File: src/source/cp0_pkg.sv
package cp0_pkg;

	// bus widths
	localparam int DATA_W = 32;
	localparam int ADDR_W = 5;
	localparam int EXC_W  = 5;

	// register numbers on the access bus
	localparam logic [ADDR_W-1:0] ADDR_COUNT   = 5'd9;
	localparam logic [ADDR_W-1:0] ADDR_COMPARE = 5'd11;
	localparam logic [ADDR_W-1:0] ADDR_STATUS  = 5'd12;
	localparam logic [ADDR_W-1:0] ADDR_CAUSE   = 5'd13;
	localparam logic [ADDR_W-1:0] ADDR_EPC     = 5'd14;
	localparam logic [ADDR_W-1:0] ADDR_PRID    = 5'd15;

	localparam logic [DATA_W-1:0] CP0_PRID = 32'h0001_8000; // company/impl/rev

	// exception codes, anything but EXC_NONE is taken as given
	localparam logic [EXC_W-1:0] EXC_NONE = 5'h1f;
	localparam logic [EXC_W-1:0] EXC_INT  = 5'h00; // stored for an interrupt

	localparam int IRQ_LINES      = 6;
	localparam int TIMER_IRQ_LINE = 5; // count/compare shares hw line 5

	// reset values
	localparam logic [DATA_W-1:0] RST_STATUS  = '0;
	localparam logic [DATA_W-1:0] RST_CAUSE   = '0;
	localparam logic [DATA_W-1:0] RST_EPC     = '0;
	localparam logic [DATA_W-1:0] RST_COUNT   = '0;
	localparam logic [DATA_W-1:0] RST_COMPARE = '1;

	// one register word seen as status or as cause
	// reserved fields are never written and stay zero
	typedef union packed {
		struct packed {
			logic [15:0]          rsv_hi;  // 31:16
			logic [IRQ_LINES-1:0] im;      // 15:10 interrupt mask
			logic [7:0]           rsv_mid; // 9:2
			logic                 exl;     // exception level
			logic                 ie;      // global interrupt enable
		} status;
		struct packed {
			logic                 bd;      // branch delay slot
			logic [14:0]          rsv_hi;  // 30:16
			logic [IRQ_LINES-1:0] ip;      // 15:10 pending hw lines
			logic [2:0]           rsv_mid; // 9:7
			logic [EXC_W-1:0]     exc;     // 6:2 exception code
			logic [1:0]           rsv_lo;
		} cause;
	} cp0_word_u;

endpackage

File: src/source/cp0_bus_arbiter.sv
`timescale 1ns/1ps

module cp0_bus_arbiter (
	input  logic                       core_req_i,
	input  logic                       core_we_i,
	input  logic [cp0_pkg::ADDR_W-1:0] core_addr_i,
	input  logic [cp0_pkg::DATA_W-1:0] core_wdata_i,
	output logic                       core_gnt_o,
	output logic [cp0_pkg::DATA_W-1:0] core_rdata_o,
	input  logic                       dbg_req_i,
	input  logic                       dbg_we_i,
	input  logic [cp0_pkg::ADDR_W-1:0] dbg_addr_i,
	input  logic [cp0_pkg::DATA_W-1:0] dbg_wdata_i,
	output logic                       dbg_gnt_o,
	output logic [cp0_pkg::DATA_W-1:0] dbg_rdata_o,
	output logic                       bus_valid_o,
	output logic                       bus_we_o,
	output logic [cp0_pkg::ADDR_W-1:0] bus_addr_o,
	output logic [cp0_pkg::DATA_W-1:0] bus_wdata_o,
	input  logic [cp0_pkg::DATA_W-1:0] regs_rdata_i,
	input  logic [cp0_pkg::DATA_W-1:0] timer_rdata_i
);
	import cp0_pkg::*;

	logic [DATA_W-1:0] rd_word; // word from the addressed peer

	// core has fixed priority, debug waits
	assign core_gnt_o = core_req_i;
	assign dbg_gnt_o  = dbg_req_i && !core_req_i;

	assign bus_valid_o = core_gnt_o || dbg_gnt_o;
	assign bus_we_o    = core_gnt_o ? core_we_i    : dbg_we_i;
	assign bus_addr_o  = core_gnt_o ? core_addr_i  : dbg_addr_i;
	assign bus_wdata_o = core_gnt_o ? core_wdata_i : dbg_wdata_i;

	// address range select
	always_comb begin
		case (bus_addr_o)
			ADDR_COUNT, ADDR_COMPARE:                   rd_word = timer_rdata_i;
			ADDR_STATUS, ADDR_CAUSE, ADDR_EPC, ADDR_PRID: rd_word = regs_rdata_i;
			default:                                    rd_word = '0; // unmapped
		endcase
	end

	assign core_rdata_o = core_gnt_o ? rd_word : '0;
	assign dbg_rdata_o  = dbg_gnt_o  ? rd_word : '0;

	a_one_grant: assert #0 (!(core_gnt_o && dbg_gnt_o))
		else $error("core and debug granted together");

endmodule

File: src/source/cp0_regs.sv
`timescale 1ns/1ps

module cp0_regs (
	input  logic                          clk,
	input  logic                          rst_n_i,
	input  logic                          bus_valid_i,
	input  logic                          bus_we_i,
	input  logic [cp0_pkg::ADDR_W-1:0]    bus_addr_i,
	input  logic [cp0_pkg::DATA_W-1:0]    bus_wdata_i,
	output logic [cp0_pkg::DATA_W-1:0]    rdata_o,
	input  logic [cp0_pkg::IRQ_LINES-1:0] hwirq_i,
	input  logic                          timer_irq_i,
	input  logic [cp0_pkg::EXC_W-1:0]     exc_code_i,
	input  logic                          in_bds_i,
	input  logic [cp0_pkg::DATA_W-1:0]    curr_pc_i,
	input  logic                          exit_isr_i,
	output logic                          take_exc_o,
	output logic [cp0_pkg::DATA_W-1:0]    epc_o
);
	import cp0_pkg::*;

	cp0_word_u status_q;
	cp0_word_u cause_q;
	logic [DATA_W-1:0] epc_q;

	cp0_word_u wdata_u; // bus word seen through both views
	logic [IRQ_LINES-1:0] irq_merged;

	logic have_irq;
	logic have_exc;
	logic wr_status;
	logic wr_cause;
	logic wr_epc;
	logic cause_upd; // cause write that is not overridden by a take

	assign wdata_u = bus_wdata_i;

	// timer pending joins the external lines
	always_comb begin
		irq_merged = hwirq_i;
		irq_merged[TIMER_IRQ_LINE] = hwirq_i[TIMER_IRQ_LINE] | timer_irq_i;
	end

	assign have_irq = (|(irq_merged & status_q.status.im)) && status_q.status.ie &&
		!status_q.status.exl;
	assign have_exc = (exc_code_i != EXC_NONE) && !status_q.status.exl;
	assign take_exc_o = have_irq || have_exc;

	// write decode
	assign wr_status = bus_valid_i && bus_we_i && (bus_addr_i == ADDR_STATUS);
	assign wr_cause  = bus_valid_i && bus_we_i && (bus_addr_i == ADDR_CAUSE);
	assign wr_epc    = bus_valid_i && bus_we_i && (bus_addr_i == ADDR_EPC);
	assign cause_upd = wr_cause && !take_exc_o;

	always_ff @(posedge clk) begin
		if (!rst_n_i) begin
			status_q <= RST_STATUS;
			cause_q  <= RST_CAUSE;
			epc_q    <= RST_EPC;
		end else begin
			if (take_exc_o) begin
				status_q.status.exl <= 1'b1;
				cause_q.cause.bd    <= in_bds_i;
				cause_q.cause.exc   <= have_irq ? EXC_INT : exc_code_i; // irq wins
				// in a delay slot the branch itself is re-executed
				epc_q <= in_bds_i ? (curr_pc_i - DATA_W'(4)) : curr_pc_i;
			end else if (wr_status) begin
				status_q.status.im  <= wdata_u.status.im;
				status_q.status.exl <= wdata_u.status.exl;
				status_q.status.ie  <= wdata_u.status.ie;
			end else if (wr_cause) begin
				cause_q.cause.bd  <= wdata_u.cause.bd;
				cause_q.cause.ip  <= wdata_u.cause.ip;
				cause_q.cause.exc <= wdata_u.cause.exc;
			end else if (wr_epc) begin
				epc_q <= bus_wdata_i;
			end else if (exit_isr_i) begin
				status_q.status.exl <= 1'b0; // return from handler
			end

			// pending lines track the inputs unless software writes them
			if (!cause_upd) begin
				cause_q.cause.ip <= irq_merged;
			end
		end
	end

	// read port
	always_comb begin
		case (bus_addr_i)
			ADDR_STATUS: rdata_o = status_q;
			ADDR_CAUSE:  rdata_o = cause_q;
			ADDR_EPC:    rdata_o = epc_q;
			ADDR_PRID:   rdata_o = CP0_PRID;
			default:     rdata_o = '0;
		endcase
	end

	assign epc_o = epc_q;

	a_exl_after_take: assert property (@(posedge clk) disable iff (!rst_n_i)
		take_exc_o |=> status_q.status.exl)
		else $error("EXL not set after take");

	a_no_take_in_exl: assert property (@(posedge clk) disable iff (!rst_n_i)
		status_q.status.exl |-> !take_exc_o)
		else $error("take raised with EXL set");

endmodule

File: src/source/cp0_timer.sv
`timescale 1ns/1ps

module cp0_timer (
	input  logic                       clk,
	input  logic                       rst_n_i,
	input  logic                       bus_valid_i,
	input  logic                       bus_we_i,
	input  logic [cp0_pkg::ADDR_W-1:0] bus_addr_i,
	input  logic [cp0_pkg::DATA_W-1:0] bus_wdata_i,
	output logic [cp0_pkg::DATA_W-1:0] rdata_o,
	output logic                       timer_irq_o
);
	import cp0_pkg::*;

	logic [DATA_W-1:0] count_q;
	logic [DATA_W-1:0] compare_q;
	logic pending_q;

	logic wr_count;
	logic wr_compare;

	assign wr_count   = bus_valid_i && bus_we_i && (bus_addr_i == ADDR_COUNT);
	assign wr_compare = bus_valid_i && bus_we_i && (bus_addr_i == ADDR_COMPARE);

	always_ff @(posedge clk) begin
		if (!rst_n_i) begin
			count_q   <= RST_COUNT;
			compare_q <= RST_COMPARE;
			pending_q <= 1'b0;
		end else begin
			count_q <= wr_count ? bus_wdata_i : count_q + 1'b1; // free running

			if (wr_compare) begin
				compare_q <= bus_wdata_i;
				pending_q <= 1'b0; // writing compare acknowledges the irq
			end else if (count_q == compare_q) begin
				pending_q <= 1'b1;
			end
		end
	end

	always_comb begin
		case (bus_addr_i)
			ADDR_COUNT:   rdata_o = count_q;
			ADDR_COMPARE: rdata_o = compare_q;
			default:      rdata_o = '0;
		endcase
	end

	assign timer_irq_o = pending_q;

	a_pending_clr: assert property (@(posedge clk) disable iff (!rst_n_i)
		wr_compare |=> !pending_q)
		else $error("timer pending still set after compare write");

endmodule

File: src/source/exc_subsys_top.sv
`timescale 1ns/1ps

module exc_subsys_top (
	input  logic                          clk,
	input  logic                          rst_n_i,
	input  logic                          core_req_i,
	input  logic                          core_we_i,
	input  logic [cp0_pkg::ADDR_W-1:0]    core_addr_i,
	input  logic [cp0_pkg::DATA_W-1:0]    core_wdata_i,
	output logic                          core_gnt_o,
	output logic [cp0_pkg::DATA_W-1:0]    core_rdata_o,
	input  logic                          dbg_req_i,
	input  logic                          dbg_we_i,
	input  logic [cp0_pkg::ADDR_W-1:0]    dbg_addr_i,
	input  logic [cp0_pkg::DATA_W-1:0]    dbg_wdata_i,
	output logic                          dbg_gnt_o,
	output logic [cp0_pkg::DATA_W-1:0]    dbg_rdata_o,
	input  logic [cp0_pkg::IRQ_LINES-1:0] ext_hwirq_i,
	input  logic [cp0_pkg::EXC_W-1:0]     exc_code_i,
	input  logic                          in_bds_i,
	input  logic [cp0_pkg::DATA_W-1:0]    curr_pc_i,
	input  logic                          exit_isr_i,
	output logic                          take_exc_o,
	output logic [cp0_pkg::DATA_W-1:0]    epc_o
);
	import cp0_pkg::*;

	// shared register access bus
	logic bus_valid;
	logic bus_we;
	logic [ADDR_W-1:0] bus_addr;
	logic [DATA_W-1:0] bus_wdata;

	logic [DATA_W-1:0] regs_rdata;
	logic [DATA_W-1:0] timer_rdata;
	logic timer_irq;

	cp0_bus_arbiter arbiter_inst (
		.core_req_i    (core_req_i),
		.core_we_i     (core_we_i),
		.core_addr_i   (core_addr_i),
		.core_wdata_i  (core_wdata_i),
		.core_gnt_o    (core_gnt_o),
		.core_rdata_o  (core_rdata_o),
		.dbg_req_i     (dbg_req_i),
		.dbg_we_i      (dbg_we_i),
		.dbg_addr_i    (dbg_addr_i),
		.dbg_wdata_i   (dbg_wdata_i),
		.dbg_gnt_o     (dbg_gnt_o),
		.dbg_rdata_o   (dbg_rdata_o),
		.bus_valid_o   (bus_valid),
		.bus_we_o      (bus_we),
		.bus_addr_o    (bus_addr),
		.bus_wdata_o   (bus_wdata),
		.regs_rdata_i  (regs_rdata),
		.timer_rdata_i (timer_rdata)
	);

	cp0_regs regs_inst (
		.clk         (clk),
		.rst_n_i     (rst_n_i),
		.bus_valid_i (bus_valid),
		.bus_we_i    (bus_we),
		.bus_addr_i  (bus_addr),
		.bus_wdata_i (bus_wdata),
		.rdata_o     (regs_rdata),
		.hwirq_i     (ext_hwirq_i),
		.timer_irq_i (timer_irq),
		.exc_code_i  (exc_code_i),
		.in_bds_i    (in_bds_i),
		.curr_pc_i   (curr_pc_i),
		.exit_isr_i  (exit_isr_i),
		.take_exc_o  (take_exc_o),
		.epc_o       (epc_o)
	);

	cp0_timer timer_inst (
		.clk         (clk),
		.rst_n_i     (rst_n_i),
		.bus_valid_i (bus_valid),
		.bus_we_i    (bus_we),
		.bus_addr_i  (bus_addr),
		.bus_wdata_i (bus_wdata),
		.rdata_o     (timer_rdata),
		.timer_irq_o (timer_irq) // lands on hw line 5
	);

endmodule

File: config.mk
export PLATFORM = sky130hd
export DESIGN_NAME = exc_subsys_top
export DESIGN_NICKNAME = d
export VERILOG_FILES = /design/src/source/cp0_pkg.sv /design/src/source/cp0_bus_arbiter.sv /design/src/source/cp0_regs.sv /design/src/source/cp0_timer.sv /design/src/source/exc_subsys_top.sv
export SDC_FILE = /design/constraint.sdc
export NUM_CORES = 1
export LEC_CHECK = 0
export BUFFER_PORTS_ARGS = -buffer_cell sky130_fd_sc_hd__buf_2
export CORE_MARGIN = 1.5
export CORE_UTILIZATION = 53
export CTS_CLUSTER_SIZE = 25
export DETAILED_ROUTE_END_ITERATION = 8
export GPL_ROUTABILITY_DRIVEN = 0
export GPL_TIMING_DRIVEN = 0
export PLACE_DENSITY = 0.81
export SLEW_MARGIN = 10
export SYNTH_ARGS = -nofsm -noshare
export SYNTH_HDL_FRONTEND = slang
export SYNTH_SLANG_ARGS = --single-unit
File: constraint.sdc
create_clock -name clk -period 2.5 [get_ports clk]
set_input_delay 0.25 -clock clk [delete_from_list [all_inputs] [get_ports clk]]
set_output_delay 0.25 -clock clk [all_outputs]
set_load 0.03 [all_outputs]
Word level (Yosys, flattened, before mapping)

Index checks and enable logic that the tools add are counted.

Register bits after elaboration: 117
Input port bits: 125
Output and inout port bits: 99
Word-level logic and storage cells: 87

$add $sub $neg: 2
Equal/unequal tests: 15
Multiplexer cells: 30
Bitwise logic cells: 4
Reduce and logical (&&, ||, !) cells: 28

Operators by type and width:

| cell                    | number |
|---|---|
| $mux W32                | 9 |
| $pmux W32 S2            | 2 |
| $pmux W32 S4            | 1 |
| $add A32 B1 Y32 const B | 1 |
| $eq A32 B32 Y1          | 1 |
| $sub A32 B3 Y32 const B | 1 |
| $eq A5 B4 Y1 const B    | 6 |
| $mux W5                 | 5 |
| $mux W6                 | 4 |
| $logic_and A1 B1 Y1     | 11 |
| $mux W1                 | 9 |
| $reduce_and A3 Y1       | 3 |
| $and A6 B6 Y6           | 1 |
| $ne A2 B1 Y1 const B    | 3 |
| $ne A3 B1 Y1 const B    | 2 |
| $reduce_or A6 Y1        | 1 |
| $ne A5 B5 Y1 const B    | 1 |
| $ne A2 B2 Y1 const B    | 2 |
| $reduce_and A2 Y1       | 2 |
| $reduce_bool A2 Y1      | 2 |
| $reduce_or A2 Y1        | 2 |
| $reduce_or A4 Y1        | 1 |
| $logic_not A1 Y1        | 3 |
| $reduce_bool A3 Y1      | 1 |
| 3 further kinds         | 5 |

Depth between registers and ports, before layout

Depth in word-level cells: 10
Depth in mapped cells: 11
Depth with buffers taken out: 7

Cells and area by module

From an unflattened synthesis, not the netlist that was laid out.

Cells, all modules: 1,151
Area total of the unflattened synthesis: 9,036.2 um2

By module, submodules not included:

| module          | instances | cells an instance | area each (um2) | sequential area each (um2) |
|---|---|---|---|---|
| cp0_regs        | 1         | 450               | 3,682.3         | 1,041.0 |
| cp0_timer       | 1         | 432               | 3,554.7         | 1,301.2 |
| cp0_bus_arbiter | 1         | 269               | 1,799.2         | 0.0 |

Least setup slack after synthesis

No wires, ideal clock.

Path type: input to output
From: input core_req_i
To: output core_rdata_o[22] (netlist name)
Arrival: 2.293 ns
Data required time: 2.250 ns
Slack: -0.043 ns
Stages: 6
Buffers on the path: 2
Cell sequence: buf_6 or4b_4 a22oi_4 buf_2 a22oi_1 a21boi_0

Cells in the longest elaborated chain, start to end: 5
Elaborated cells between the ends (all ways): 13
Classes of those cells: 6 x eq/ne; 5 x mux; 2 x reduce/logical

Ends and longest elaborated chain:

| item                                       | line                                                   | RTL |
|---|---|---|
| from (decl)                                | exc_subsys_top.sv:6                                    | `input logic core_req_i,` |
| $mux W5                                    | cp0_bus_arbiter.sv:33                                  | `assign bus_addr_o = core_gnt_o ? core_addr_i : dbg_addr_i;` |
| $eq A5 B4 Y1 (on tied branches)            | cp0_bus_arbiter.sv:38, cp0_regs.sv:90, cp0_timer.sv:43 |  |
| $pmux W32 S4, or another cell as far along | cp0_regs.sv:90                                         | `case (bus_addr_i)` |
| $pmux W32 S2                               | cp0_bus_arbiter.sv:38                                  | `case (bus_addr_o)` |
| $mux W32 *                                 | cp0_bus_arbiter.sv:45                                  | `assign core_rdata_o = core_gnt_o ? rd_word : '0;` |
| to (decl)                                  | exc_subsys_top.sv:11                                   | `output logic [cp0_pkg::DATA_W-1:0] core_rdata_o,` |

Every way passes the cells marked *; elsewhere a longest branch is shown, timed or not.

Worst setup path in the final report

From: input core_req_i
To: output core_rdata_o[31] (netlist name)

Same word-level chain as after synthesis.

==> impl_metrics.yaml <==
clock_network:
  post_cts_hold_fix_bufs: 0
  clock_sink_count: 117
  htreeDepth: 4
  clock_tree_from_tritoncts: "yes"
  cts.root.buffer_cell: "sky130_fd_sc_hd__clkbuf_16"
  clock_buffer_count_from_cts: 17
  clkTransAtPathRegs_ps: 60
  clk_latency_ps: 430
  cts.path.max_buffers: 2
detailed_routing:
  wirelength_um: 29800
  route.vias.total: 8836
  drt_iter0_drc: 1277
  routedWlPerCell_um: 21.3
  antenna_violating_nets_post_route: 0
  dr.pass1.iters: 9
  viasPerCell: 6.32
  drt_drc_violations_left: 0
critical_path:
  critical_path_source_type: "input port"
  criticalPathCategory: "in -> out"
  worstPathMaxFanout: 10
  crit_path_top_delay_cell: "sky130_fd_sc_hd__a22oi_1"
  critical_path_required_ps: 2250
  ff2ff_setup_slack_ps: 240
  worst_r2r_endpoint: "timer_inst.count_q[31]"
  critical_path.top_delay_family: "buffers and inverters"
  timing.critical_path.buf_inv: 4
  end_kind: "primary output"
  max_stage_delay_ps: 550
  crit_chain: "buf_6 > buf_2 > nand3b_1 > a22oi_1 > buf_6 > a222oi_1 > nand2_1 > and2_1 > buf_2"
  rr_startpoint: "timer_inst.count_q[7]"
  data_arrival_at_the_endpoint_of_the_critical_path_ps: 2180
  worst-r2r-cell-count: 7
run_status:
  run_status: "finished, final reports clean"
synth:
  asyncSetResetFlopFracSynth_pct: 0
  synth_cells: 958
  synthesized_cell_area_sq_um: 7860
  yosysMostFrequentCell: "sky130_fd_sc_hd__nand2_1"
  synth.area.top_cells: "sky130_fd_sc_hd__dfxtp_1 30%, sky130_fd_sc_hd__mux2i_1 6.9%, sky130_fd_sc_hd__nand2_1 6.2%"
  synth_sequential_area_ratio_pct: 29.8
  synth_top_cell_by_area: "sky130_fd_sc_hd__dfxtp_1"
  synth.yosys.warnings: 0
  postSynthRegisterBits: 117
  synthesis.nets: 1085
  number_of_enable_type_register_cells_in_the_synthesized_netlist: 0
  synth_flop_cell: "sky130_fd_sc_hd__dfxtp_1"
  syn_area_per_cell_sq_um: 8.20
  synth.top_cell.area_share_pct: 29.8
  netlist_top_cells_count: "129 x sky130_fd_sc_hd__nand2_1, 117 x sky130_fd_sc_hd__dfxtp_1, 71 x sky130_fd_sc_hd__a21oi_1"
  synth_cell_type_count: 65
cells_and_area:
  layout-drive-gt1-share_pct: 28.2
  nFillCells: 1188
  stdcell_count: 1399
  num-nets-final: 1329
  area_delta_synth_final_pct: 25.4
  antenna_cells: 0
  non_filler_cell_area_final_sq_um: 9850
power:
  vdd.ir_drop.worst_mv: 0.573
  power.leakage_nw: 4.28
  total_power_mw: 5.52
  p_per_area_nw_per_um2: 560
timing:
  max-slew-margin-rel_pct: 42.1
  final.setup_skew_ps: 5.73
  layout_worst_path_cycle_share_pct: 97.2
  timing.final.setup_violations: 0
  worst_hold_slack_ps: 91.2
  maxClockFrequency_mhz: 412
  hold_viol: 0
  postLayoutSetupSlackWorst_ps: 70.2
  maxSlewViolCount: 0
  worstMarginPinSlew_ps: 868
  final.min_clock_period_ps: 2430
  grt_setup_unrepaired: "false"
floorplan:
  die_h_um: 125
  core_area_sq_um: 14500
  die_area_sq_um: 15600
  initial_utilization_pct: 54.3
  num_rows: 44
  floorplan.die.width_um: 125
  number_of_top_level_design_ports: 224
hold_path:
  hold_end: "regs_inst.epc_o[0]"
  timing.hold.worst_path_depth: 3
  min_from: "curr_pc_i[0]"
  worstHoldPathType: "in -> reg"
grt:
  vias_in_the_first_global_route: 8200
  largest_net_degree_at_the_start_of_global_routing: 20
  global_route.usage.total_pct: 37.2
  grt.overflow.total: 0
  global_route_wire_length_before_repair_um: 45000
  antenna_violations_before_repair: 1
run:
  max_cap_violations: 0
place:
  dpl_worst_slack_ps: -161
  place_hpwl_um: 22600
  post_dp_cell_area_sq_um: 9190
  dpl.cell_count: 1363
  port-buffer-count: 221
[per-stage QoR]
stage	TNS, ps	utilization (%)
after CTS	0	67.9
after detailed placement	-3960	63.5
after global routing	0	68.0
final	0	68.0
after global placement	-3340	63.5
after floorplan	0	-
[kinds of logic after synthesis]
| family | after synthesis | share of synthesized area (%) |
|---|---|---|
| compound gates | 249 | 20.9 |
| xor+xnor | 90 | 10.0 |
| fa+ha+maj | 2 | 0.319 |
| buf+inv | 90 | 5.69 |
| flops | 117 | 29.8 |
| mux | 84 | 11.2 |
| simple gates | 326 | 22.0 |
[sequential cells by signal, summed over array words and instances (netlist names)]
signal,flops
timer_inst.count_q,32
regs_inst.status_q,8
timer_inst.compare_q,32
regs_inst.epc_o,32
timer_inst.timer_irq_o,1
regs_inst.cause_q,12
[layout make-up]
class / instances / area (sq um) / share of cell area [%]
Tap cell: 184 / 230 / 2.34
Multi-Input combinational cell: 751 / 5080 / 51.5
Sequential cell: 117 / 2340 / 23.8
Timing Repair Buffer: 226 / 1140 / 11.6
Inverter: 20 / 75.1 / 0.762
Clock buffer: 17 / 425 / 4.32
Buffer: 69 / 374 / 3.80
Clock inverter: 15 / 183 / 1.85
[worst max path at each step]
stage	start	end	slack, ps	cells after the start
after global routing	core_req_i	core_rdata_o[31]	10	9
final	core_req_i	core_rdata_o[31]	70	9
after detailed placement	core_req_i	core_rdata_o[31]	-160	7
after global placement	core_req_i	core_rdata_o[31]	-140	7
after CTS	core_addr_i[4]	dbg_rdata_o[8]	0.2	8
after floorplan	core_req_i	dbg_rdata_o[22]	170	6
[report_power, final]
group / total, mW / internal (mW) / leakage (nW) / switching [mW]
sequential: 2.02 / 1.94 / 0.956 / 0.0823
clock: 2.53 / 1.57 / 0.285 / 0.965
combinational: 0.959 / 0.338 / 3.04 / 0.620
[cell usage in the layout (no fill, tap or decap), drive strengths merged, types with 21 or more instances in the layout]
| master | netlist | layout |
|---|---|---|
| o22ai | 23 | 23 |
| nor2 | 44 | 44 |
| and2 | 21 | 21 |
| nand4 | 22 | 22 |
| a21oi | 71 | 71 |
| clkbuf | 37 | 54 |
| inv | 20 | 21 |
| mux2 | 30 | 30 |
| dfxtp | 117 | 117 |
| nand3 | 29 | 29 |
| xnor2 | 47 | 47 |
| nand2 | 131 | 131 |
| xor2 | 43 | 43 |
| a22oi | 21 | 21 |
| o21ai | 56 | 56 |
| mux2i | 54 | 54 |
| buf | 33 | 258 |
[per-layer routing]
layer | global-route usage, % | up-vias | share of wire (%)
met5 | 0 | - | 0.037
met4 | 17.9 | 2 | 4.9
li1 | - | 3957 | -
met1 | 46.7 | 4106 | 38
met3 | 10.1 | 125 | 12
met2 | 59.2 | 646 | 45
[repair_timing]
| item | 4_1_cts | 5_1_grt |
|---|---|---|
| buffers inserted | 4 | 1 |
| endpoints found under the setup margin | 50 | 40 |
| gates resized for setup | 0 | 10 |
| pin swaps | 2 | 1 |
[tightest hold or removal path, cell delays in order]
cell and delay (ps):
sky130_fd_sc_hd__buf_2 100, sky130_fd_sc_hd__nand2_1 50, sky130_fd_sc_hd__o22ai_1 70
Note: power is estimated with default switching activity, not from simulation.
